==> src/source/biu_pkg.sv <==
////////////////////////////////////////////////////////////////////////////
// bus interface unit shared definitions
// cycle kinds, bus engine state codes, request and response structs
////////////////////////////////////////////////////////////////////////////
package biu_pkg;

    typedef enum logic [2:0] {
        cyc_mem_rd = 3'd0,
        cyc_mem_wr = 3'd1,
        cyc_io_rd  = 3'd2,
        cyc_io_wr  = 3'd3,
        cyc_inta   = 3'd4
    } cycle_kind_e;

    typedef enum logic [2:0] {
        st_idle = 3'd0,
        st_t1   = 3'd1,
        st_t2   = 3'd2,
        st_t3   = 3'd3,
        st_tw   = 3'd4,
        st_t4   = 3'd5
    } bus_state_e;

    typedef struct packed {
        logic [19:0] addr;     // physical address
        logic [15:0] wdata;    // low byte goes out first
        cycle_kind_e kind;
        logic        word;     // two byte cycles
    } bus_req_t;

    typedef struct packed {
        logic [15:0] rdata;    // low byte came first
        logic        done;     // one cycle pulse
    } bus_rsp_t;

    function automatic logic kind_is_write(cycle_kind_e kind);
        return kind inside {cyc_mem_wr, cyc_io_wr};
    endfunction

    function automatic logic kind_is_io(cycle_kind_e kind);
        return kind inside {cyc_io_rd, cyc_io_wr, cyc_inta};
    endfunction

endpackage

==> src/source/intr_ack_ctrl.sv <==
////////////////////////////////////////////////////////////////////////////
// interrupt acknowledge sequencer
// two back to back inta cycles, vector taken from the second
////////////////////////////////////////////////////////////////////////////
module intr_ack_ctrl (
    input  logic              clk,
    input  logic              rst,
    input  logic              intr_i,
    input  logic              if_i,
    output logic              req_o,
    output biu_pkg::bus_req_t req_data_o,
    input  biu_pkg::bus_rsp_t rsp_i,
    output logic [7:0]        vector_o,
    output logic              vector_valid_o
);
    import biu_pkg::*;

    typedef enum logic [1:0] {
        ia_idle,
        ia_first,
        ia_second,
        ia_rearm
    } ia_state_e;

    ia_state_e  state_q;
    logic [7:0] vector_q;
    logic       valid_q;

    assign req_o          = (state_q == ia_first) || (state_q == ia_second);
    assign req_data_o     = '{addr: 20'h00000, wdata: 16'h0000, kind: cyc_inta, word: 1'b0};
    assign vector_o       = vector_q;
    assign vector_valid_o = valid_q;

    always_ff @(posedge clk or negedge rst) begin
        if (!rst) begin
            state_q <= ia_idle;
            valid_q <= 1'b0;
        end else begin
            valid_q <= 1'b0;
            case (state_q)
                ia_idle: begin
                    if (intr_i && if_i)
                        state_q <= ia_first;
                end
                ia_first: begin
                    if (rsp_i.done)
                        state_q <= ia_second;           // req stays high
                end
                ia_second: begin
                    if (rsp_i.done) begin
                        state_q <= ia_rearm;
                        valid_q <= 1'b1;
                    end
                end
                ia_rearm: begin
                    if (!intr_i)
                        state_q <= ia_idle;             // wait for intr to drop
                end
                default: state_q <= ia_idle;
            endcase
        end
    end

    always_ff @(posedge clk) begin
        if (state_q == ia_second && rsp_i.done)
            vector_q <= rsp_i.rdata[7:0];
    end

endmodule

==> config.mk <==
export PLATFORM = sky130hd
export DESIGN_NAME = intr_ack_ctrl
export DESIGN_NICKNAME = d
export VERILOG_FILES = /design/src/source/biu_pkg.sv /design/src/source/intr_ack_ctrl.sv
export SDC_FILE = /design/constraint.sdc
export NUM_CORES = 1
export LEC_CHECK = 0
export BUFFER_PORTS_ARGS = -buffer_cell sky130_fd_sc_hd__buf_2
export CAP_MARGIN = 20
export CORE_ASPECT_RATIO = 0.7
export CORE_MARGIN = 2
export CORE_UTILIZATION = 38
export DETAILED_ROUTE_END_ITERATION = 10
export PLACE_DENSITY_LB_ADDON = 0.15
export SLEW_MARGIN = 15
export SYNTH_ARGS = -nofsm -noshare
export SYNTH_HDL_FRONTEND = slang
export SYNTH_SLANG_ARGS = --single-unit
==> constraint.sdc <==
create_clock -name clk -period 4.5 [get_ports clk]
set_input_delay 0.9 -clock clk [delete_from_list [all_inputs] [get_ports clk]]
set_output_delay 0.9 -clock clk [all_outputs]
set_load 0.05 [all_outputs]
==> metrics <==
outcome finished, final reports clean; layout cells sized above 1 0.2857; Starting Density 0.4042; crit path kind flop to primary output; Synth Area in Simple Gates 0.02170; CTS tree yes; power share of the clock group 0.135; maxcap violations 0; Syn Area/Cell 11.19 sq um; Logic pwr share 0.553; Core Util, Final 0.4076; Port Buffer Count 22; global-route wire length before repair 1117 microns; Std-Cell Rows 13; RSZ-0062 raised after global routing false; R2R setup slack 2.91 ns; Largest stage delay, worst path 0.39 ns; # DRC 0; kind of end point of the critical path primary output; Synth Area in XOR/XNOR 0; initial antenna violation count 0; fill cell count 196; fmax 460.2 MHz; Reg2Reg Capture Point state_q[1]; clk_skew 0.006651 ns; DRT Pass-1 Iters 2; clock sinks 11; Clock Latency Late Sink 0.26 ns; routability cong. 0.6711; CTS root buf clkbuf_4; Final HPWL DP 797 microns; Tcrit/Tclk final 0.4829; hold_buf cts 0; Worst Setup Start Kind flop; Synth Cell Area 749.5 sq um; TNS Setup 0 ns; gr usage total 0.06671; CP Launch Point state_q[0]; Clk pin slew, worst setup/hold paths 0.07 ns; CP max FO 4; setup violators final 0; Final #Nets 117; Sw Ratio 0.5196; DRT Wirelength 968 microns; RR Startpoint state_q[0]; flops & latches, synth 11; Setup crit end req_o; Cell Pwr Density 634.9 nW/um^2; Area contributors post-synth buf_4 40%, edfxtp_1 32%, dfrtp_1 10%, ha_1 6.7%, a221oi_2 2.0%; WP data arrival 1.27 ns; peak supply drop 0.2279 mV; most frequent cells in the layout 40 x conb_1, 22 x buf_2, 8 x edfxtp_1; core footprint 1854 sq um; Seq pwr share 0.312; die area 2349 sq um; CTS Buffer Depth 2; Slew Viols, Final 0; wire length per cell 8.566 microns; die height 41.16 microns; H-Tree Depth 1; Pleak 0.4129 nW; Final ANT Viol Nets 0; DR vias 403; multi-input logic area 269.0 sq um; GR Overflow Total 0; total CTS buffers 3; vias in the first global route 283; Synth top area share 0.4007; most common cell after layout, fill and taps aside conb_1; critical path data required time 3.60 ns; reg2reg path depth 5; compound-gate portion of the synthesized area 0.05509; mux share of post-synthesis cell area 0.01503; NetSw 249.3 uW; Hold Path Class input pin to asynchronous set/reset pin; P_int 230.5 uW; IO Pins 71; Post-Synth Adder-Cell Area 0.06678; Period minus WS final 2.173 ns; n_diodes 0; Mapped Cells 67; Synth area leader buf_4; Cell Chain, Critical Path inv_1, ha_1, buf_2; yosys warns 0; initial detailed-routing violation count 6; Vias/cell 3.566; Die X 57.08 microns; post-cts sizing count 0; Final Hold Viols 0; Tot Pwr 479.8 uW; largest family of logic cells by synthesized area buffers and inverters; Layout area overhead 0.8347%; Slowest cell on crit path dfrtp_1; register area 315.3 sq um; Seq/Total Area, Yosys 0.4207; Post-CTS Setup Inserts 0; largest net degree at the start of global routing 10; Distinct cells, synth 14
-- registers in the layout, indices dropped and copies added (netlist names) --
name and count:
vector_o 8, state_q 2, vector_valid_o 1
-- cells in the mapped netlist (all sizes together) --
library cell  instances
o21ba                 1
inv                   2
a211oi                1
buf                  40
nand2b                1
nand2                 1
a2bb2oi               1
edfxtp                8
a221oi                1
conb                  2
ha                    4
and2                  1
dfrtp                 3
mux2                  1
-- worst max-delay path, delay by kind of cell, from the launching register on --
kind | cells | cell delay [ns]
flip-flops | 1 | 0.39
buffers and inverters | 2 | 0.34
adder cells (fa/ha/maj) | 1 | 0.29
-- through the flow --
step | setup slack (ns) | cell area, sq um | hold slack (ns) | instances
after floorplan | 2.615 | 892.1 | 0.5116 | 105
final | 2.327 | 755.7 | 0.4226 | 113
after global routing | 2.227 | 755.7 | 0.4188 | 113
after detailed placement | 2.600 | 729.5 | 0.5497 | 109
after CTS | 2.314 | 755.7 | 0.4194 | 113
after global placement | 2.607 | 729.5 | 0.5372 | 109
-- cell type report --
| class | instances | area share |
|---|---|---|
| timing repair buffer | 22 | 0.1457 |
| inverter | 2 | 0.009934 |
| clock buffer | 4 | 0.03477 |
| sequential | 11 | 0.4172 |
| multi-input combinational | 52 | 0.3560 |
| tap | 22 | 0.03642 |
-- power by group through the flow --
stage / logic, mW / clock network (mW) / registers [mW]
after floorplan: 0.208 / 0 / 0.200
after global placement: 0.265 / 0 / 0.152
after detailed placement: 0.266 / 0 / 0.152
after CTS: 0.267 / 0.0669 / 0.150
after global routing: 0.282 / 0.0703 / 0.154
final: 0.265 / 0.0648 / 0.150
-- logic make-up (layout without fill, tap and decap cells) --
family,after synthesis,count (layout)
DFF,11,11
adders and majority gates,4,4
buffers and inverters,42,28
muxes,1,1
other,2,40
and+or+nand+nor,3,3
AOI/OAI and AO/OA,4,4
-- layer usage --
metal / up-vias / track usage / routed length [microns] / part of all wire
li1: 183 / - / - / -
met1: 183 / 0.06792 / 334 / 0.35
met2: 35 / 0.1149 / 465 / 0.48
met3: 2 / 0.02839 / 155 / 0.16
met4: 0 / 0.05233 / 12 / 0.012
met5: - / 0 / 0 / 0
-- worst min path at each step --
stage,start,endpoint,cells past startpoint
floorplan,state_q[1],state_q[1],1
global placement,state_q[1],state_q[1],1
detailed placement,state_q[1],state_q[1],1
CTS,rst,vector_valid_o,1
global route,rst,vector_valid_o,1
finish,rst,vector_valid_o,1
Note: power is estimated with default switching activity, not from simulation.
