### src/source/biu_pkg.sv
////////////////////////////////////////////////////////////////////////////
// bus interface unit shared definitions
// cycle kinds, bus engine state codes, request and response structs
////////////////////////////////////////////////////////////////////////////
package biu_pkg;

    typedef enum logic [2:0] {
        cyc_mem_rd = 3'd0,
        cyc_mem_wr = 3'd1,
        cyc_io_rd  = 3'd2,
        cyc_io_wr  = 3'd3,
        cyc_inta   = 3'd4
    } cycle_kind_e;

    typedef enum logic [2:0] {
        st_idle = 3'd0,
        st_t1   = 3'd1,
        st_t2   = 3'd2,
        st_t3   = 3'd3,
        st_tw   = 3'd4,
        st_t4   = 3'd5
    } bus_state_e;

    typedef struct packed {
        logic [19:0] addr;     // physical address
        logic [15:0] wdata;    // low byte goes out first
        cycle_kind_e kind;
        logic        word;     // two byte cycles
    } bus_req_t;

    typedef struct packed {
        logic [15:0] rdata;    // low byte came first
        logic        done;     // one cycle pulse
    } bus_rsp_t;

    function automatic logic kind_is_write(cycle_kind_e kind);
        return kind inside {cyc_mem_wr, cyc_io_wr};
    endfunction

    function automatic logic kind_is_io(cycle_kind_e kind);
        return kind inside {cyc_io_rd, cyc_io_wr, cyc_inta};
    endfunction

endpackage

### src/source/prefetch_queue.sv
////////////////////////////////////////////////////////////////////////////
// instruction prefetch queue
// circular byte buffer filled by word reads, flushed on a jump
////////////////////////////////////////////////////////////////////////////
module prefetch_queue #(
    parameter int QUEUE_DEPTH = 4
) (
    input  logic              clk,
    input  logic              rst,
    input  logic              flush_i,
    input  logic [19:0]       flush_addr_i,
    input  logic              pop_i,
    output logic [7:0]        byte_o,
    output logic              valid_o,
    output logic              req_o,
    output biu_pkg::bus_req_t req_data_o,
    input  biu_pkg::bus_rsp_t rsp_i
);
    import biu_pkg::*;

    localparam int PTR_W = $clog2(QUEUE_DEPTH);
    localparam int CNT_W = $clog2(QUEUE_DEPTH + 1);

    logic [7:0]       mem_q [QUEUE_DEPTH];
    logic [PTR_W-1:0] rd_ptr_q;
    logic [PTR_W-1:0] wr_ptr_q;
    logic [CNT_W-1:0] count_q;
    logic [19:0]      fetch_addr_q;   // next byte to fetch
    logic [19:0]      req_addr_q;     // word currently requested
    logic             req_q;
    logic             discard_q;      // in-flight word is stale
    logic             do_pop;
    logic             do_fill;
    logic             room;
    logic             raise;

    function automatic logic [PTR_W-1:0] ptr_inc(input logic [PTR_W-1:0] p);
        return (p == PTR_W'(QUEUE_DEPTH - 1)) ? '0 : p + 1'b1;
    endfunction

    assign valid_o = (count_q != '0);
    assign byte_o  = mem_q[rd_ptr_q];
    assign do_pop  = pop_i && valid_o && !flush_i;
    assign do_fill = rsp_i.done && !discard_q && !flush_i;
    assign room    = (count_q <= CNT_W'(QUEUE_DEPTH - 2));   // two bytes free
    assign raise   = !req_q && !flush_i && room;

    assign req_o      = req_q;
    assign req_data_o = '{addr: req_addr_q, wdata: 16'h0000, kind: cyc_mem_rd, word: 1'b1};

    always_ff @(posedge clk or negedge rst) begin
        if (!rst) begin
            rd_ptr_q     <= '0;
            wr_ptr_q     <= '0;
            count_q      <= '0;
            fetch_addr_q <= 20'h00000;
            req_q        <= 1'b0;
            discard_q    <= 1'b0;
        end else begin
            if (flush_i) begin
                rd_ptr_q     <= '0;
                wr_ptr_q     <= '0;
                count_q      <= '0;
                fetch_addr_q <= flush_addr_i;
            end else begin
                if (do_pop)
                    rd_ptr_q <= ptr_inc(rd_ptr_q);
                if (do_fill) begin
                    wr_ptr_q     <= ptr_inc(ptr_inc(wr_ptr_q));
                    fetch_addr_q <= fetch_addr_q + 20'd2;
                end
                count_q <= count_q + (do_fill ? CNT_W'(2) : CNT_W'(0))
                                   - (do_pop ? CNT_W'(1) : CNT_W'(0));
            end

            if (rsp_i.done) begin
                req_q     <= 1'b0;
                discard_q <= 1'b0;
            end else if (req_q && flush_i) begin
                discard_q <= 1'b1;                 // request stays up until done
            end else if (raise) begin
                req_q <= 1'b1;
            end
        end
    end

    always_ff @(posedge clk) begin
        if (do_fill) begin
            mem_q[wr_ptr_q]          <= rsp_i.rdata[7:0];
            mem_q[ptr_inc(wr_ptr_q)] <= rsp_i.rdata[15:8];
        end
        if (raise)
            req_addr_q <= fetch_addr_q;
    end

    a_no_overfill: assert property (@(posedge clk) disable iff (!rst)
        do_fill |-> room);

    a_no_empty_pop: assert property (@(posedge clk) disable iff (!rst)
        (pop_i && !flush_i) |-> valid_o);

endmodule

### config.mk
export PLATFORM = sky130hd
export DESIGN_NAME = prefetch_queue
export DESIGN_NICKNAME = d
export VERILOG_FILES = /design/src/source/biu_pkg.sv /design/src/source/prefetch_queue.sv
export SDC_FILE = /design/constraint.sdc
export NUM_CORES = 1
export LEC_CHECK = 0
export ABC_AREA = 0
export ABC_CLOCK_PERIOD_IN_PS = 9150
export BUFFER_PORTS_ARGS = -buffer_cell sky130_fd_sc_hd__buf_4
export CAP_MARGIN = 25
export CORE_UTILIZATION = 50
export DETAILED_ROUTE_END_ITERATION = 10
export GPL_TIMING_DRIVEN = 0
export PLACE_DENSITY = 0.73
export SETUP_SLACK_MARGIN = 0.02
export SLEW_MARGIN = 25
export SYNTH_ARGS = -nofsm -noshare
export SYNTH_HDL_FRONTEND = slang
export SYNTH_SLANG_ARGS = --single-unit
### constraint.sdc
create_clock -name clk -period 9.15 [get_ports clk]
set_input_delay 2.2875 -clock clk [delete_from_list [all_inputs] [get_ports clk]]
set_output_delay 2.2875 -clock clk [all_outputs]
set_load 0.01 [all_outputs]
==> flow_summary.yaml, run 1 <==
clocking:
  clk_path_buf_depth: 2
  cts-htree-levels: 3
  post-cts-setup-buffers: 0
  cts_tree: "yes"
  clkTransAtPathRegs_ns: 0.08
  clock_sinks: 81
  cts_hold_buffers: 0
  worstSkewPairLatency_ns: 0.35
  cts_resized: 0
  cts_made_buffers: 9
  cts_root_buf: "clkbuf_8"
yosys:
  async_flop_share_pct: 35.8
  syn_area_per_cell_sq_um: 13.1
  syn-cell-area_sq_um: 3960
  synth_top_cell_by_area: "edfxtp_1"
  ys_warn_count: 0
  synth_cells: 302
  netlist_top_cells_count: "edfxtp_1 (52), mux2_1 (32), dfrtp_1 (29)"
  synth_edf_count: 52
  ys_ff_latch: 81
  synth_cell_type_count: 39
  ys.flop_type: "edfxtp_1"
  ys_top_cells_by_area: "edfxtp_1 (39%), dfrtp_1 (18%), mux2_1 (9.1%)"
  ys_seq_area_share_pct: 57.8
  synth_top_area_share_pct: 39.5
  yosysMostFrequentCell: "edfxtp_1"
drt:
  viasPerCell: 5.13
  wl_per_cell_microns: 15.1
  ant_nets: 0
  initialDrtViolationCount: 85
  drt-pass1-iter-count: 4
  num_vias: 2619
  drc_errors: 0
  finalWirelength_microns: 7720
global_route:
  overflow: 0
  first_global_vias: 2617
  grt_max_degree: 30
  track_usage_pct: 20.0
  grt_first_pass_wirelength_microns: 12700
  grt_antenna_before_repair: 0
place:
  routabilityCongestion: 0.805
  portBuffers: 70
  pre_cts_slack_ns: 4.76
  dp_cells: 495
  dp.final_hpwl_microns: 5470
sta:
  whs_ns: 0.448
  period_share_pct: 47.9
  hold_viol: 0
  tns_ns: 0
  layout_setup_ws_ns: 4.77
  finalSetupViolCount: 0
  fmax_mhz: 228
  rsz0062_at_grt: "no"
  skew_ns: 0.00664
  worstMarginPinSlew_ns: 0.856
  relSlewSlack_pct: 42.9
  period_needed_ns: 4.38
  slew_viol_final: 0
worst_setup_path:
  criticalPathCategory: "reg -> out"
  rr_endpoint: "mem_q[0][6]"
  required_ns: 6.86
  worst_path_max_delay_cell: "clkbuf_1"
  path_cells: "clkbuf_1 -> mux4_2 -> buf_4"
  cp_max_fo: 10
  slowest_delay_ns: 0.64
  cp-start-kind: "flop"
  r2r_cells: 6
  r2r_setup_slack_ns: 6.78
  arrival_ns: 2.10
  rr_startpoint: "discard_q"
  end_kind: "primary output"
final_layout:
  area_delta_synth_final_pct: 23.4
  stdcell_count: 511
  layout.nets: 454
  layout-drive-gt1-share_pct: 30.6
  n_antenna_cell: 0
die:
  dieArea_sq_um: 8270
  coreArea_sq_um: 7690
  start_util_pct: 51.5
  die_w_microns: 91.0
  num_rows: 32
  ios: 91
  die-height_microns: 91.0
power_and_ir_drop:
  ir_worst_vdd_mv: 0.0984
  p_per_area_nw_per_um2: 189
  p_leak_uw: 0.00202
min_path:
  worst_hold_path.num_cells: 0
  holdPathEnd: "req_addr_q[0]"
  hold_class: "reg -> reg"
  min_from: "fetch_addr_q[0]"
run_status:
  status: "finished clean"
job:
  drv_cap: 0
-- where the power goes --
group / leakage, uW / switching, uW / internal [uW]
registers: 0.000841 / 27.2 / 437
clock network: 0.0000979 / 128 / 125
logic: 0.00108 / 101 / 104
-- worst max-delay path, delay by kind of cell (launching register included) --
kind | cells | cell delay [ns]
buf+inv | 2 | 0.80
flops | 1 | 0.33
mux | 1 | 0.62
-- how the worst max path moves through the flow --
stage,startpoint,endpoint,slack [ns]
global placement,flush_i,req_addr_q[16],1.57
finish,rd_ptr_q[0],byte_o[6],4.77
global route,rd_ptr_q[0],byte_o[6],4.62
detailed placement,rsp_i[0],mem_q[2][4],4.76
floorplan,flush_i,req_addr_q[0],3.05
CTS,rd_ptr_q[0],byte_o[6],4.71
-- kinds of logic (layout without fill, tap and decap cells) --
logic type | count (synthesis) | count (layout) | share of synthesized area [%]
fa+ha+maj | 9 | 9 | 2.85
compound gates | 28 | 28 | 4.17
buf+inv | 42 | 131 | 5.97
flops | 81 | 81 | 57.8
other cells | 2 | 20 | 0.190
simple gates | 80 | 80 | 10.8
mux | 42 | 42 | 14.2
xor+xnor | 18 | 18 | 3.98
-- stage by stage --
step | utilization (%) | power [uW] | area (sq um)
finish | 63.5 | 922 | 4880
global route | 63.5 | 961 | 4880
CTS | 63.5 | 925 | 4880
detailed placement | 61.1 | 678 | 4700
global placement | 60.9 | 670 | 4680
floorplan | - | 586 | 4030
-- routing by layer --
layer  global-route usage, %  up-vias  part of all wire [%]
met5                       0        -                     0
met4                    9.26        0                   2.3
met3                    3.10       20                   3.4
met2                    33.3       71                    50
met1                    25.9     1262                    44
li1                        -     1266                     -
-- sequential cells by signal, indices dropped and copies added (netlist names) --
signal	count
count_q	3
discard_q	1
fetch_addr_q	20
mem_q	32
rd_ptr_q	2
req_addr_q	20
req_o	1
wr_ptr_q	2
-- area by class of cell --
type | instances | area [sq um]
inverters | 10 | 37.5
plain buffers | 32 | 199
well taps | 102 | 128
multi-input cells | 197 | 1510
fillers | 623 | 2800
repair buffers | 73 | 541
clock buffers | 10 | 128
flip-flops and latches | 81 | 2290
clock inverters | 6 | 57.6
-- cell usage in the layout, fill, tap and decap left out, types with 3 or more instances in the layout --
| master | count |
|---|---|
| buf_1 | 3 |
| nand4_1 | 6 |
| buf_2 | 6 |
| buf_4 | 90 |
| mux4_2 | 8 |
| mux2_1 | 32 |
| clkinv_2 | 3 |
| a31oi_1 | 5 |
| xor2_1 | 9 |
| edfxtp_1 | 52 |
| o31ai_1 | 5 |
| clkbuf_1 | 7 |
| nor2_1 | 19 |
| xnor2_1 | 9 |
| clkbuf_8 | 9 |
| nand2_1 | 27 |
| dfrtp_1 | 29 |
| ha_1 | 9 |
| o21ai_1 | 14 |
| conb_1 | 20 |
| nand3_1 | 5 |
| or4_1 | 6 |
| inv_1 | 9 |
No activity file was read; power rests on OpenSTA's default activity.
==> run 2, diff against run 1 <==
--- a/config.mk
+++ b/config.mk
@@ -5,14 +5,14 @@
 export SDC_FILE = /design/constraint.sdc
 export NUM_CORES = 1
 export LEC_CHECK = 0
-export ABC_AREA = 0
-export ABC_CLOCK_PERIOD_IN_PS = 9150
+export ABC_AREA = 1
+export ABC_CLOCK_PERIOD_IN_PS = 3600
 export BUFFER_PORTS_ARGS = -buffer_cell sky130_fd_sc_hd__buf_4
 export CAP_MARGIN = 25
 export CORE_UTILIZATION = 50
 export DETAILED_ROUTE_END_ITERATION = 10
 export GPL_TIMING_DRIVEN = 0
-export PLACE_DENSITY = 0.73
+export PLACE_DENSITY = 0.75
 export SETUP_SLACK_MARGIN = 0.02
 export SLEW_MARGIN = 25
 export SYNTH_ARGS = -nofsm -noshare
==> constraint.sdc (replaced) <==
create_clock -name clk -period 3.6 [get_ports clk]
set_input_delay 0.9 -clock clk [delete_from_list [all_inputs] [get_ports clk]]
set_output_delay 0.9 -clock clk [all_outputs]
set_load 0.01 [all_outputs]
==> run 2 against run 1 <==
  * Flip-flop and latch count stayed put
  * Highest routed layer unchanged
  * Cell count is 31% higher
  * Die area is 9.0% higher
  * Hold slack better by 0.0094 ns
  * Non-clock buffer count is 3 lower
  * Clock skew is 0.0047 ns higher
  * Setup slack worse by 3.9 ns
  * First-iteration DRC count grew to 2.6 times the previous value
==> flow_summary.yaml, run 2 <==
power_and_ir_drop:
  ir_worst_vdd_mv: 0.197
  internal-power_uw: 1700
  p_leak_uw: 0.00244
  p_switching_uw: 760
  netSwitchingFraction_pct: 30.9
  seqPwrFrac_pct: 48.4
  combPwrFrac_pct: 24.3
  p_clk_share_pct: 27.3
  p_per_area_nw_per_um2: 469
sta:
  whs_ns: 0.458
  finalSetupViolCount: 0
  tns_ns: 0
  period_needed_ns: 2.69
  slew_viol_final: 0
  worstMarginPinSlew_ns: 0.783
  period_share_pct: 74.8
  skew_ns: 0.0114
  hold_viol: 0
  fmax_mhz: 372
  rsz0062_at_grt: "no"
  relSlewSlack_pct: 47.7
drt:
  wl_per_cell_microns: 13.9
  num_vias: 3447
  viasPerCell: 5.14
  finalWirelength_microns: 9340
  initialDrtViolationCount: 217
  drt-pass1-iter-count: 4
  ant_nets: 0
  drc_errors: 0
yosys:
  yosysMostFrequentCell: "nand2_1"
  ys.flop_type: "edfxtp_1"
  synth_top_area_share_pct: 36.1
  synth_top_cell_by_area: "edfxtp_1"
  syn_area_per_cell_sq_um: 9.38
  synth_cell_type_count: 36
  ys_seq_area_share_pct: 52.9
  synth_edf_count: 52
  ys_warn_count: 0
  async_flop_share_pct: 35.8
  ys_top_cells_by_area: "edfxtp_1 (36%), dfrtp_1 (17%), nand2_1 (10%)"
  ys_ff_latch: 81
  syn-cell-area_sq_um: 4320
  synth_cells: 461
  netlist_top_cells_count: "nand2_1 (119), edfxtp_1 (52), nor2_1 (39)"
worst_setup_path:
  criticalPathCategory: "reg -> out"
  cp_max_fo: 10
  rr_startpoint: "discard_q"
  cp-start-kind: "flop"
  r2r_setup_slack_ns: 1.68
  rr_endpoint: "mem_q[3][2]"
  required_ns: 2.70
  r2r_cells: 8
  arrival_ns: 1.79
  end_kind: "primary output"
clocking:
  post-cts-setup-buffers: 0
  clkTransAtPathRegs_ns: 0.09
  clock_sinks: 81
  cts_hold_buffers: 0
  worstSkewPairLatency_ns: 0.36
  cts_tree: "yes"
  clk_path_buf_depth: 2
  cts_made_buffers: 9
  cts_root_buf: "clkbuf_8"
  cts_resized: 0
  cts-htree-levels: 3
final_layout:
  fillers: 692
  mostFrequentLayoutCells: "nand2_1 (119), buf_4 (91), edfxtp_1 (52), nor2_1 (39), inv_1 (37)"
  top_regs: "mem_q (32), fetch_addr_q (20), req_addr_q (20)"
  layout-drive-gt1-share_pct: 28.1
  stdcell_count: 670
  postLayoutCoreUtil_pct: 63.2
  final_common_cell: "nand2_1"
  layout.nets: 610
  n_antenna_cell: 0
  regMostFlops: "mem_q"
  area_delta_synth_final_pct: 21.2
  largest_reg_flops: 32
run_status:
  status: "finished clean"
global_route:
  grt_first_pass_wirelength_microns: 15300
  grt_util_met2_pct: 39.4
  grt.busiest_layer: "met2"
  grtUsageMet1_pct: 26.9
  overflow: 0
  first_global_vias: 3452
  track_usage_pct: 22.5
  grt_use_met3_pct: 3.38
  grt_antenna_before_repair: 0
  grt_max_degree: 30
place:
  dp.final_hpwl_microns: 7070
  portBuffers: 70
  dp_cells: 654
  routabilityCongestion: 0.851
min_path:
  hold_class: "in -> async"
die:
  ios: 91
  start_util_pct: 52.1
  die-height_microns: 95.0
  coreArea_sq_um: 8300
  dieArea_sq_um: 9020
  die_w_microns: 95.0
  num_rows: 33
job:
  drv_cap: 0
==> run 2: changes by cell type after synthesis, moves of 8 or more <==
cell | before | now
o21ai_2 | 0 | 23
mux4_2 | 8 | 0
o22ai_1 | 0 | 10
mux2_1 | 32 | 0
inv_1 | 9 | 37
nand2_1 | 27 | 119
nand3_1 | 5 | 18
nor2_1 | 19 | 39
o21ai_0 | 0 | 26
==> run 2: final cells by class <==
cell class                 count  area [sq um]  area share, %
clock inverter                 6          66.3           1.27
sequential                    81          2290           43.6
multi-input combinational    323          1700           32.4
clock buffer                  10           128           2.43
inverter                      43           169           3.22
buffer                        32           234           4.46
tap                          105           131           2.51
timing repair buffer          70           526           10.0
==> run 2: power groups by stage <==
| stage | clock [uW] | sequential [uW] | combinational [uW] |
|---|---|---|---|
| 5_1_grt | 709 | 1200 | 666 |
| 4_1_cts | 675 | 1190 | 600 |
| 2_1_floorplan | 0 | 1210 | 341 |
| 3_5_place_dp | 0 | 1210 | 596 |
| 6_report | 671 | 1190 | 597 |
| 3_3_place_gp | 0 | 1200 | 581 |
==> run 2: through the flow <==
stage | cell area [sq um] | setup WS, ns | total power [uW]
floorplan | 4390 | 1.42 | 1550
CTS | 5240 | 0.898 | 2460
global route | 5240 | 0.748 | 2580
global placement | 5050 | 0.976 | 1780
detailed placement | 5050 | 1.08 | 1810
finish | 5240 | 0.908 | 2460
==> run 2: worst max path at each step <==
stage | endpoint | slack, ns | from | depth (start not counted)
2_1_floorplan | mem_q[3][0] | 1.42 | rsp_i[0] | 4
3_3_place_gp | mem_q[3][0] | 0.98 | flush_i | 4
3_5_place_dp | mem_q[3][3] | 1.08 | flush_i | 7
4_1_cts | byte_o[5] | 0.90 | rd_ptr_q[0] | 6
5_1_grt | byte_o[5] | 0.75 | rd_ptr_q[0] | 6
6_report | byte_o[5] | 0.91 | rd_ptr_q[0] | 6
==> run 2: worst max-delay path, stage by stage (launching register included) <==
cell,delay (ns)
dfrtp_1,0.36
buf_2,0.16
inv_1,0.19
buf_2,0.26
o21ai_0,0.10
o22ai_1,0.20
buf_4,0.17
==> run 2: kinds of logic after synthesis <==
family / after synthesis / synth area share [%]
compound gates: 88 / 13.1
simple gates: 198 / 20.3
flops: 81 / 52.9
xor+xnor: 8 / 1.62
other cells: 2 / 0.174
fa+ha+maj: 9 / 2.60
buf+inv: 75 / 9.32
==> run 2: routing by layer <==
metal / vias up / wire [microns]
met5: - / 0
met4: 0 / 250
met3: 24 / 655
met2: 153 / 4710
met1: 1583 / 3730
li1: 1687 / -
