===== config.mk =====
export PLATFORM = sky130hd
export DESIGN_NAME = bus_arbiter
export DESIGN_NICKNAME = d
export VERILOG_FILES = /design/src/source/biu_pkg.sv /design/src/source/bus_arbiter.sv
export SDC_FILE = /design/constraint.sdc
export NUM_CORES = 1
export LEC_CHECK = 0
export BUFFER_PORTS_ARGS = -buffer_cell sky130_fd_sc_hd__buf_2
export CAP_MARGIN = 0
export CELL_PAD_IN_SITES_DETAIL_PLACEMENT = 1
export CELL_PAD_IN_SITES_GLOBAL_PLACEMENT = 1
export CORE_MARGIN = 8
export CORE_UTILIZATION = 16
export DETAILED_ROUTE_END_ITERATION = 6
export GPL_TIMING_DRIVEN = 0
export HOLD_SLACK_MARGIN = 0.05
export MAX_ROUTING_LAYER = met4
export PLACE_DENSITY_LB_ADDON = 0.1
export SYNTH_ARGS = -nofsm -noshare
export SYNTH_HDL_FRONTEND = slang
export SYNTH_SLANG_ARGS = --single-unit

===== constraint.sdc =====
create_clock -name clk -period 1.4 [get_ports clk]
set_clock_uncertainty 0.05 [all_clocks]
set_input_delay 0.14 -clock clk [delete_from_list [all_inputs] [get_ports clk]]
set_output_delay 0.14 -clock clk [all_outputs]
set_load 0.005 [all_outputs]

===== src/source/biu_pkg.sv =====
////////////////////////////////////////////////////////////////////////////
// bus interface unit shared definitions
// cycle kinds, bus engine state codes, request and response structs
////////////////////////////////////////////////////////////////////////////
package biu_pkg;

    typedef enum logic [2:0] {
        cyc_mem_rd = 3'd0,
        cyc_mem_wr = 3'd1,
        cyc_io_rd  = 3'd2,
        cyc_io_wr  = 3'd3,
        cyc_inta   = 3'd4
    } cycle_kind_e;

    typedef enum logic [2:0] {
        st_idle = 3'd0,
        st_t1   = 3'd1,
        st_t2   = 3'd2,
        st_t3   = 3'd3,
        st_tw   = 3'd4,
        st_t4   = 3'd5
    } bus_state_e;

    typedef struct packed {
        logic [19:0] addr;     // physical address
        logic [15:0] wdata;    // low byte goes out first
        cycle_kind_e kind;
        logic        word;     // two byte cycles
    } bus_req_t;

    typedef struct packed {
        logic [15:0] rdata;    // low byte came first
        logic        done;     // one cycle pulse
    } bus_rsp_t;

    function automatic logic kind_is_write(cycle_kind_e kind);
        return kind inside {cyc_mem_wr, cyc_io_wr};
    endfunction

    function automatic logic kind_is_io(cycle_kind_e kind);
        return kind inside {cyc_io_rd, cyc_io_wr, cyc_inta};
    endfunction

endpackage


===== src/source/bus_arbiter.sv =====
////////////////////////////////////////////////////////////////////////////
// fixed priority bus arbiter
// interrupt ack over exec port over prefetch, plus hold handover
////////////////////////////////////////////////////////////////////////////
module bus_arbiter (
    input  logic              clk,
    input  logic              rst,
    input  logic              pf_req_i,
    input  logic              exec_req_i,
    input  logic              ia_req_i,
    input  biu_pkg::bus_req_t pf_data_i,
    input  biu_pkg::bus_req_t exec_data_i,
    input  biu_pkg::bus_req_t ia_data_i,
    output biu_pkg::bus_rsp_t pf_rsp_o,
    output biu_pkg::bus_rsp_t exec_rsp_o,
    output biu_pkg::bus_rsp_t ia_rsp_o,
    input  logic              hold_i,
    output logic              hlda_o,
    output logic              start_o,
    output biu_pkg::bus_req_t cyc_req_o,
    input  biu_pkg::bus_rsp_t cyc_rsp_i
);

    typedef enum logic [1:0] {
        arb_free,
        arb_granted,
        arb_held
    } arb_state_e;

    arb_state_e state_q;
    logic [2:0] grant_q;    // {ia, exec, pf}
    logic [2:0] winner;
    logic       start_q;

    always_comb begin
        winner = 3'b000;
        if (ia_req_i)
            winner = 3'b100;
        else if (exec_req_i)
            winner = 3'b010;
        else if (pf_req_i)
            winner = 3'b001;
    end

    always_ff @(posedge clk or negedge rst) begin
        if (!rst) begin
            state_q <= arb_free;
            grant_q <= 3'b000;
            start_q <= 1'b0;
        end else begin
            start_q <= 1'b0;
            case (state_q)
                arb_free: begin
                    if (hold_i) begin
                        state_q <= arb_held;                // hold wins between cycles
                    end else if (winner != 3'b000) begin
                        state_q <= arb_granted;
                        grant_q <= winner;
                        start_q <= 1'b1;
                    end
                end
                arb_granted: begin
                    if (cyc_rsp_i.done) begin
                        state_q <= arb_free;
                        grant_q <= 3'b000;
                    end
                end
                arb_held: begin
                    if (!hold_i)
                        state_q <= arb_free;
                end
                default: state_q <= arb_free;
            endcase
        end
    end

    assign hlda_o  = (state_q == arb_held);
    assign start_o = start_q;

    always_comb begin
        cyc_req_o = pf_data_i;
        if (grant_q[2])
            cyc_req_o = ia_data_i;
        else if (grant_q[1])
            cyc_req_o = exec_data_i;
    end

    // rdata goes everywhere, done only to the owner
    always_comb begin
        pf_rsp_o        = cyc_rsp_i;
        exec_rsp_o      = cyc_rsp_i;
        ia_rsp_o        = cyc_rsp_i;
        pf_rsp_o.done   = cyc_rsp_i.done & grant_q[0];
        exec_rsp_o.done = cyc_rsp_i.done & grant_q[1];
        ia_rsp_o.done   = cyc_rsp_i.done & grant_q[2];
    end

    a_grant_onehot: assert property (@(posedge clk) disable iff (!rst)
        (state_q == arb_granted) |-> $onehot(grant_q));

endmodule


==> impl_metrics.toml, run 1 <==
[synthesis]
async_reset_ff_frac = 1.000
ys_ff_latch = 6
syn_inst = 207
syn_area_per_cell_um2 = 7.090
synth_nets = 350
synth_top_area_share = 0.2728
yosys-top-cells-area = "mux2i_1 27%, buf_4 25%, o21ai_0 14%"
synth_ff_type = "dfrtp_1"
synthesis.area_um2 = 1468
yosys_warnings = 0
yosysMostFrequentCell = "buf_4"
yosysUniqueCellTypes = 17
yosys.area.top_type = "mux2i_1"
ys_seq_area_frac = 0.1023
synth_edf_count = 0
yosys-top-cells-count = "49 x buf_4, 43 x nand2_1, 42 x o21ai_0"

[drt]
routed_wl_mm = 8.758
via_per_inst = 4.092
detail_route.iter0.violations = 65
drt-pass1-iter-count = 4
drc = 0
ant_nets = 0
via_count = 2226
routedWlPerCell_um = 16.10

[clock_tree]
htreeDepth = 1
clk_pin_slew_worst_paths_ns = 0.04
insertion_delay_ns = 0.23
cts_buffers = 3
clock-sinks = 6
root_buffer = "clkbuf_8"
cts_tree = "done"
clock_path_buffers = 2

[sta]
finalHoldViolations = 0
rsz0062_at_grt = "true"
layout_setup_ws_ns = -0.1222
setup_violations = 40
slew_headroom = 0.7880
max_freq_ghz = 0.6570
setup-tns-final_ns = -2.824
finalCriticalPeriod_ns = 1.522
finalCritPeriodShare = 1.087
slew_viol_final = 0
tightest_slew_ns = 0.3164

[global_routing]
gr-total-overflow = 0
grt_pass1_wl_mm = 13.01
grt_pass1_vias = 2492
grtUsageTotal = 0.1330
antenna_found_initial = 0
grt_max_degree = 11

[final_layout]
drive_above_1_share = 0.6697
fillCellCount = 1204
multiInputGateArea_um2 = 875.8
nNetsFinal = 578
area_growth_pct = 96.59
regArea_um2 = 150.1
diodes = 0
design_area_um2 = 2885

[worst_setup_path]
start_kind = "flip-flop"
rr_worst_depth = 3
crit_path_start = "grant_q[1]"
crit_arrival_ns = 1.33
critPathMaxFanout = 10
end_kind = "output port"
setup.worst_path.end = "cyc_req_o[20]"
r2r_end = "grant_q[2]"
r2r-start = "state_q[1]"
r2r_setup_slack_ns = 0.19
crit_required_ns = 1.21
critPathKind = "flip-flop to output port"

[power]
ir_drop_uv = 348.1
p_per_area_nw_per_um2 = 836.8
p_seq_frac = 0.094
power_frac_comb = 0.796
swShare = 0.4141
power_w = 0.002414
p_switching_w = 0.0009997
leakagePower_nw = 1.606
p_int_w = 0.001415
clkPwrFrac = 0.110

[status]
status = "finished, violations left"
failed_checks = "negative setup slack"

[floorplan]
pin_count = 236
num_rows = 35
die-area_um2 = 12490
core-area_um2 = 9065
die_w_um = 111.8
start_util = 0.1619
die_height_um = 111.8

[min_path]
min_path_type = "input pin to flip-flop"
holdPathStages = 3

[place]
io_buffers = 219
placed_cell_area_um2 = 2703
routabilityCongestion = 0.7432
post-dp-hpwl_mm = 7.812
dp_slack_ns = -0.1158

[run]
max-cap-violations = 0
-- sequential cells by signal (all words and copies together) (netlist names) --
register / flops
start_o: 1
state_q: 2
grant_q: 3
-- power groups by stage --
stage          logic (W)  registers [W]  clock network, W
3_3_place_gp     0.00174       0.000225                 0
5_1_grt          0.00213       0.000231          0.000283
4_1_cts          0.00192       0.000228          0.000275
6_report         0.00192       0.000227          0.000266
3_5_place_dp     0.00175       0.000227                 0
2_1_floorplan   0.000886       0.000223                 0
-- cells by family after synthesis --
family	Yosys count	share of synthesized area
flip-flops	6	0.1023
buffers and inverters	62	0.3061
multiplexers	40	0.2728
AND/OR/NAND/NOR	54	0.1620
AO/OA/AOI/OAI	45	0.1569
-- worst min path at each step --
stage	slack, ns	from	to
floorplan	-0.21	rst	grant_q[0]
global placement	-0.07	rst	state_q[1]
detailed placement	-0.07	rst	state_q[1]
CTS	0.10	ia_req_i	grant_q[2]
global route	0.14	ia_req_i	grant_q[2]
finish	0.11	ia_req_i	grant_q[2]
-- stage by stage --
stage / instances / util / hold slack [ns]
floorplan: 207 / - / -0.2056
finish: 544 / 0.3183 / 0.1098
detailed placement: 537 / 0.2981 / -0.07162
CTS: 541 / 0.3129 / 0.1041
global placement: 537 / 0.2981 / -0.07404
global route: 544 / 0.3183 / 0.1367
-- timing repair --
| action | CTS | global route |
|---|---|---|
| endpoints found under the hold margin | 6 | 0 |
| gates resized for setup | 51 | 8 |
| hold buffers | 1 | 0 |
| gates cloned | 0 | 1 |
| setup buffers | 0 | 2 |
| setup endpoints to repair | 41 | 40 |
| pin swaps | 0 | 1 |
-- worst max-delay path, stage by stage, from the launching register on --
cell	delay (ns)
dfrtp_1	0.33
buf_6	0.17
buf_12	0.16
mux2i_1	0.21
o21ai_1	0.09
buf_2	0.14
-- cell type report --
class	instances	area share
buffer	62	0.1847
clock buffer	3	0.01431
multi-input combinational	139	0.3036
sequential	6	0.05204
tap	111	0.04814
timing repair buffer	223	0.3972
-- metal layers --
layer,track usage,vias up,wire (um)
met5,-,-,0
met4,0.02644,0,87
met3,0.03626,7,748
met2,0.2508,131,4532
met1,0.1343,985,3390
li1,-,1103,-
-- layout by cell type, fill, tap and decap left out --
cell type and instances:
or2_1 2, buf_12 4, nor3b_1 1, clkbuf_4 4, nor3_2 1, o21ai_1 30
a22oi_1 1, nand2_1 43, o21ai_0 12, buf_6 2, buf_4 51, dlygate4sd3_1 1
clkbuf_8 5, a21oi_1 1, clkbuf_16 1, clkbuf_2 1, o21a_1 1, buf_2 219
nor2b_1 2, dfrtp_1 6, and2_1 3, nand3b_1 2, mux2i_1 38, mux2i_2 2
Power figures use the tool's default switching activity.
==> run 2: changes to the inputs <==
Clock period 1.4 ns to 1.5 ns, I/O delays scaled along.
==> impl_metrics.toml, run 2 (same netlist as run 1, synthesis figures left out) <==
[status]
status = "finished, violations left"
failed_checks = "negative setup slack"

[clock_tree]
clk_pin_slew_worst_paths_ns = 0.04
cts_tree = "done"
htreeDepth = 1
root_buffer = "clkbuf_8"
insertion_delay_ns = 0.23
clock-sinks = 6
clock_path_buffers = 2
cts_buffers = 3

[worst_setup_path]
crit_arrival_ns = 1.34
r2r_end = "grant_q[2]"
cp_cell_sequence = "buf_8, buf_12, mux2i_1, o21ai_1, buf_2"
rr_worst_depth = 3
start_kind = "flip-flop"
r2r-start = "state_q[1]"
crit_required_ns = 1.30
critPathBufInv = 3
r2r_setup_slack_ns = 0.29
critPathMaxFanout = 10
end_kind = "output port"
critPathKind = "flip-flop to output port"
cpMaxStageDelayCell = "dfrtp_1"
path_delay_family = "buffers and inverters"
cpPeakStageDelay_ns = 0.35

[floorplan]
die_height_um = 111.8
num_rows = 35
die_w_um = 111.8
pin_count = 236
core-area_um2 = 9065
start_util = 0.1619
die-area_um2 = 12490

[drt]
ant_nets = 0
detail_route.iter0.violations = 72
drt-pass1-iter-count = 4
via_count = 2225
routed_wl_mm = 8.727
drc = 0
routedWlPerCell_um = 16.07
via_per_inst = 4.098

[global_routing]
grt_pass1_vias = 2486
grtUsageTotal = 0.1328
gr-total-overflow = 0
antenna_found_initial = 0
grt_max_degree = 11
grt_pass1_wl_mm = 12.97

[sta]
holdWs_ns = 0.1198
finalCriticalPeriod_ns = 1.535
slew_viol_final = 0
finalCritPeriodShare = 1.023
layout_setup_ws_ns = -0.03521
rsz0062_at_grt = "true"
slew_headroom = 0.7880
finalHoldViolations = 0
max_freq_ghz = 0.6514
tightest_slew_ns = 0.3164
setup_violations = 7

[power]
swShare = 0.4165
p_seq_frac = 0.095
ir_drop_uv = 309.4
p_int_w = 0.001306
p_switching_w = 0.0009324
power_frac_comb = 0.795
p_per_area_nw_per_um2 = 780.3
clkPwrFrac = 0.111
leakagePower_nw = 1.597

[final_layout]
layout_common_cells = "220 x buf_2, 51 x buf_4, 43 x nand2_1"
final_common_cell = "buf_2"
area_growth_pct = 95.48
top_register = "grant_q"
diodes = 0
stdcell_count = 543
largest_reg_flops = 3
nNetsFinal = 577
drive_above_1_share = 0.6713

[place]
routabilityCongestion = 0.7432
dp_slack_ns = -0.02581
post-dp-hpwl_mm = 7.812
place_inst = 537
io_buffers = 219

[min_path]
hold_end = "grant_q[2]"
holdPathStages = 3
min_path_type = "input pin to flip-flop"
min-delay-start = "ia_req_i"

[run]
max-cap-violations = 0
[run 2: changes by cell type in the layout (fill, tap and decap cells not counted), sizes merged]
cell    before  now
clkbuf      11   10
[run 2: final cells by class]
class / count / area (um^2)
Fill cell: 1205 / 6196
Timing Repair Buffer: 222 / 1139
Multi-Input combinational cell: 139 / 879.6
Buffer: 62 / 520.5
Sequential cell: 6 / 150.1
Tap cell: 111 / 138.9
Clock buffer: 3 / 41.29
[run 2: tightest hold or removal path: cells and delay by family]
kind	cells	cell delay, ns
AO/OA/AOI/OAI	1	0.06
buffers and inverters	1	0.09
AND/OR/NAND/NOR	1	0.04
[run 2: worst max path at each step]
stage | startpoint | to | cells after the start
2_1_floorplan | grant_q[1] | cyc_req_o[0] | 4
3_3_place_gp | grant_q[2] | cyc_req_o[22] | 5
3_5_place_dp | grant_q[2] | cyc_req_o[28] | 5
4_1_cts | grant_q[1] | cyc_req_o[20] | 5
5_1_grt | grant_q[1] | cyc_req_o[20] | 5
6_report | grant_q[1] | cyc_req_o[20] | 5
[run 2: timing repair]
action / in CTS / in global routing
endpoints found under the hold margin: 6 / 0
pin swaps: 0 / 0
gates resized for setup: 40 / 27
endpoints found under the setup margin: 41 / 39
cloned: 0 / 1
hold buffers: 1 / 0
setup buffers: 0 / 1
[run 2: stage by stage]
stage           TNS, ns  power, W  instance area, um^2  utilization
6_report        -0.1141  0.002239                 2869       0.3165
5_1_grt          -2.394  0.002457                 2869       0.3165
4_1_cts         -0.4885  0.002229                 2820       0.3111
3_5_place_dp    -0.1084  0.001849                 2703       0.2981
3_3_place_gp   -0.02696  0.001835                 2703       0.2981
2_1_floorplan         0  0.001035                 1468            -
[run 2: layer usage]
metal	vias to the layer above	wire length, um	track usage
met5	-	0	-
met4	0	87	0.02644
met3	7	762	0.03626
met2	131	4532	0.2500
met1	984	3344	0.1343
li1	1103	-	-
[run 2: power by group through the flow]
stage	Combinational [W]	Clock (W)	Sequential, W
5_1_grt	0.00198	0.000264	0.000215
3_5_place_dp	0.00164	0	0.000212
3_3_place_gp	0.00162	0	0.000210
2_1_floorplan	0.000827	0	0.000208
4_1_cts	0.00176	0.000257	0.000211
6_report	0.00178	0.000248	0.000212
==> run 3: changes to the inputs <==
Settings changed: ABC_AREA set to 1, CTS_CLUSTER_DIAMETER set to 120.
==> impl_metrics.toml, run 3 <==
[final_layout]
layout_common_cells = "219 x buf_2, 51 x buf_4, 50 x a21oi_2"
area_growth_pct = 117.7
stdcell_count = 608
design_area_um2 = 3282
diodes = 0
nNetsFinal = 642
top_register = "grant_q"
fin_util = 0.3569
largest_reg_flops = 3
fillCellCount = 1232
final_common_cell = "buf_2"
drive_above_1_share = 0.7545

[floorplan]
core-area_um2 = 9196
num_rows = 35
start_util = 0.1639
die_w_um = 113.1
die-area_um2 = 12780
pin_count = 236
die_height_um = 113.1

[drt]
routedWlPerCell_um = 16.54
ant_nets = 0
drt-pass1-iter-count = 4
drc = 0
detail_route.iter0.violations = 64
via_count = 2582
via_per_inst = 4.247
routed_wl_mm = 10.06

[sta]
setup_violations = 0
finalHoldViolations = 0
max_freq_ghz = 0.6758
finalCritPeriodShare = 0.9865
slew_viol_final = 0
rsz0062_at_grt = "true"
tightest_slew_ns = 0.1970
finalCriticalPeriod_ns = 1.480
slew_headroom = 0.8682

[synthesis]
ys_seq_area_frac = 0.09959
yosysMostFrequentCell = "a21oi_1"
synth_compound_area_frac = 0.2739
yosysUniqueCellTypes = 16
syn_area_per_cell_um2 = 5.605
synthSimpleGateAreaFrac = 0.2763
synthesis.area_um2 = 1508
synth_edf_count = 0
synth_nets = 412
yosys-top-cells-area = "a21oi_1 27%, buf_4 24%, nand2_1 13%"
yosys.area.top_type = "a21oi_1"
synth_ff_type = "dfrtp_1"
synth.area.mux_share = 0
yosys-top-cells-count = "80 x a21oi_1, 53 x nand2_1, 48 x buf_4"
yosys.area_share.adder = 0
yosys_warnings = 0
synth_top_family_by_area = "buffers and inverters"
synthXorXnorAreaFrac = 0
synth_top_area_share = 0.2656
syn_inst = 269
async_reset_ff_frac = 1.000
ys_ff_latch = 6

[worst_setup_path]
crit_arrival_ns = 1.28
start_kind = "flip-flop"
cp_cell_sequence = "buf_6, buf_4, a21oi_1, a21oi_2, buf_2"
crit_required_ns = 1.30
critPathBufInv = 3
end_kind = "output port"
path_delay_family = "buffers and inverters"
cpMaxStageDelayCell = "dfrtp_1"
critPathMaxFanout = 10
cpPeakStageDelay_ns = 0.36
critPathKind = "flip-flop to output port"

[place]
routabilityCongestion = 0.7533
place_inst = 599
placed_cell_area_um2 = 2743
io_buffers = 219
post-dp-hpwl_mm = 8.304

[clock_tree]
clock_path_buffers = 2
cts_tree = "done"
clock-sinks = 6
root_buffer = "clkbuf_8"
clk_pin_slew_worst_paths_ns = 0.03
insertion_delay_ns = 0.23
htreeDepth = 1
cts_buffers = 3

[power]
p_per_area_nw_per_um2 = 1403
leakagePower_nw = 1.863
power_w = 0.004605
ir_drop_uv = 452.9

[global_routing]
grtUsageTotal = 0.1458
grt_max_degree = 11
antenna_found_initial = 0
gr-total-overflow = 0
grt_pass1_wl_mm = 14.71
grt_pass1_vias = 2696

[run]
max-cap-violations = 0

[status]
status = "finished clean"

[min_path]
min_path_type = "input pin to flip-flop"
## run 3: power breakdown
| part | internal [W] | leakage [nW] | switching, W |
|---|---|---|---|
| Sequential | 0.000210 | 0.0775 | 0.0000283 |
| Clock | 0.000172 | 0.0216 | 0.0000708 |
| Combinational | 0.00197 | 1.76 | 0.00215 |
| Total | 0.00236 | 1.86 | 0.00225 |
## run 3: cell type report
class | count | area (um^2) | area share
buffer | 66 | 585.6 | 0.1784
clock buffer | 3 | 41.29 | 0.01258
inverter | 9 | 51.30 | 0.01563
multi-input combinational | 188 | 1115 | 0.3397
sequential | 6 | 150.1 | 0.04575
tap | 111 | 138.9 | 0.04232
timing repair buffer | 225 | 1200 | 0.3656
## run 3: worst paths after layout
kind,end,from,cells after the start,slack (ns)
hold reg to reg,grant_q[0],grant_q[0],2,0.45
max in group asynchronous,grant_q[2],rst,2,1.03
setup reg to reg,grant_q[1],state_q[1],6,0.38
min in group asynchronous,start_o,rst,2,0.22
setup / recovery,cyc_req_o[4],grant_q[2],5,0.02
hold / removal,state_q[1],hold_i,2,0.11
## run 3: repair_timing
item                                    CTS  global route
gates cloned                              1             3
pin swaps                                 2            31
hold buffers                              1             0
endpoints found under the setup margin   40            40
endpoints found under the hold margin     6             0
setup buffers                             0             1
gates resized for setup                  27            91
## run 3: routing by layer
layer  share of wire  vias up  track usage  wire length, um
li1                -     1285            -                -
met5               0        -            -                0
met4          0.0051        0      0.02131               51
met1            0.38     1177       0.1556             3840
met2            0.54      115       0.2722             5420
met3           0.074        5      0.03408              746
## run 3: stage by stage
step | hold WS (ns) | setup WS, ns | TNS, ns
final | 0.1062 | 0.02021 | 0
after global routing | 0.1301 | -0.04749 | -1.014
after CTS | 0.1005 | -0.02404 | -0.04616
after detailed placement | -0.06352 | 0.08748 | 0
after global placement | -0.06297 | 0.07069 | 0
after floorplan | -0.1956 | 0.4071 | 0
## run 3: kinds of logic (layout without fill, tap and decap cells)
logic type / after synthesis / in the layout
compound gates: 82 / 82
buf+inv: 75 / 303
flops: 6 / 6
simple gates: 106 / 106
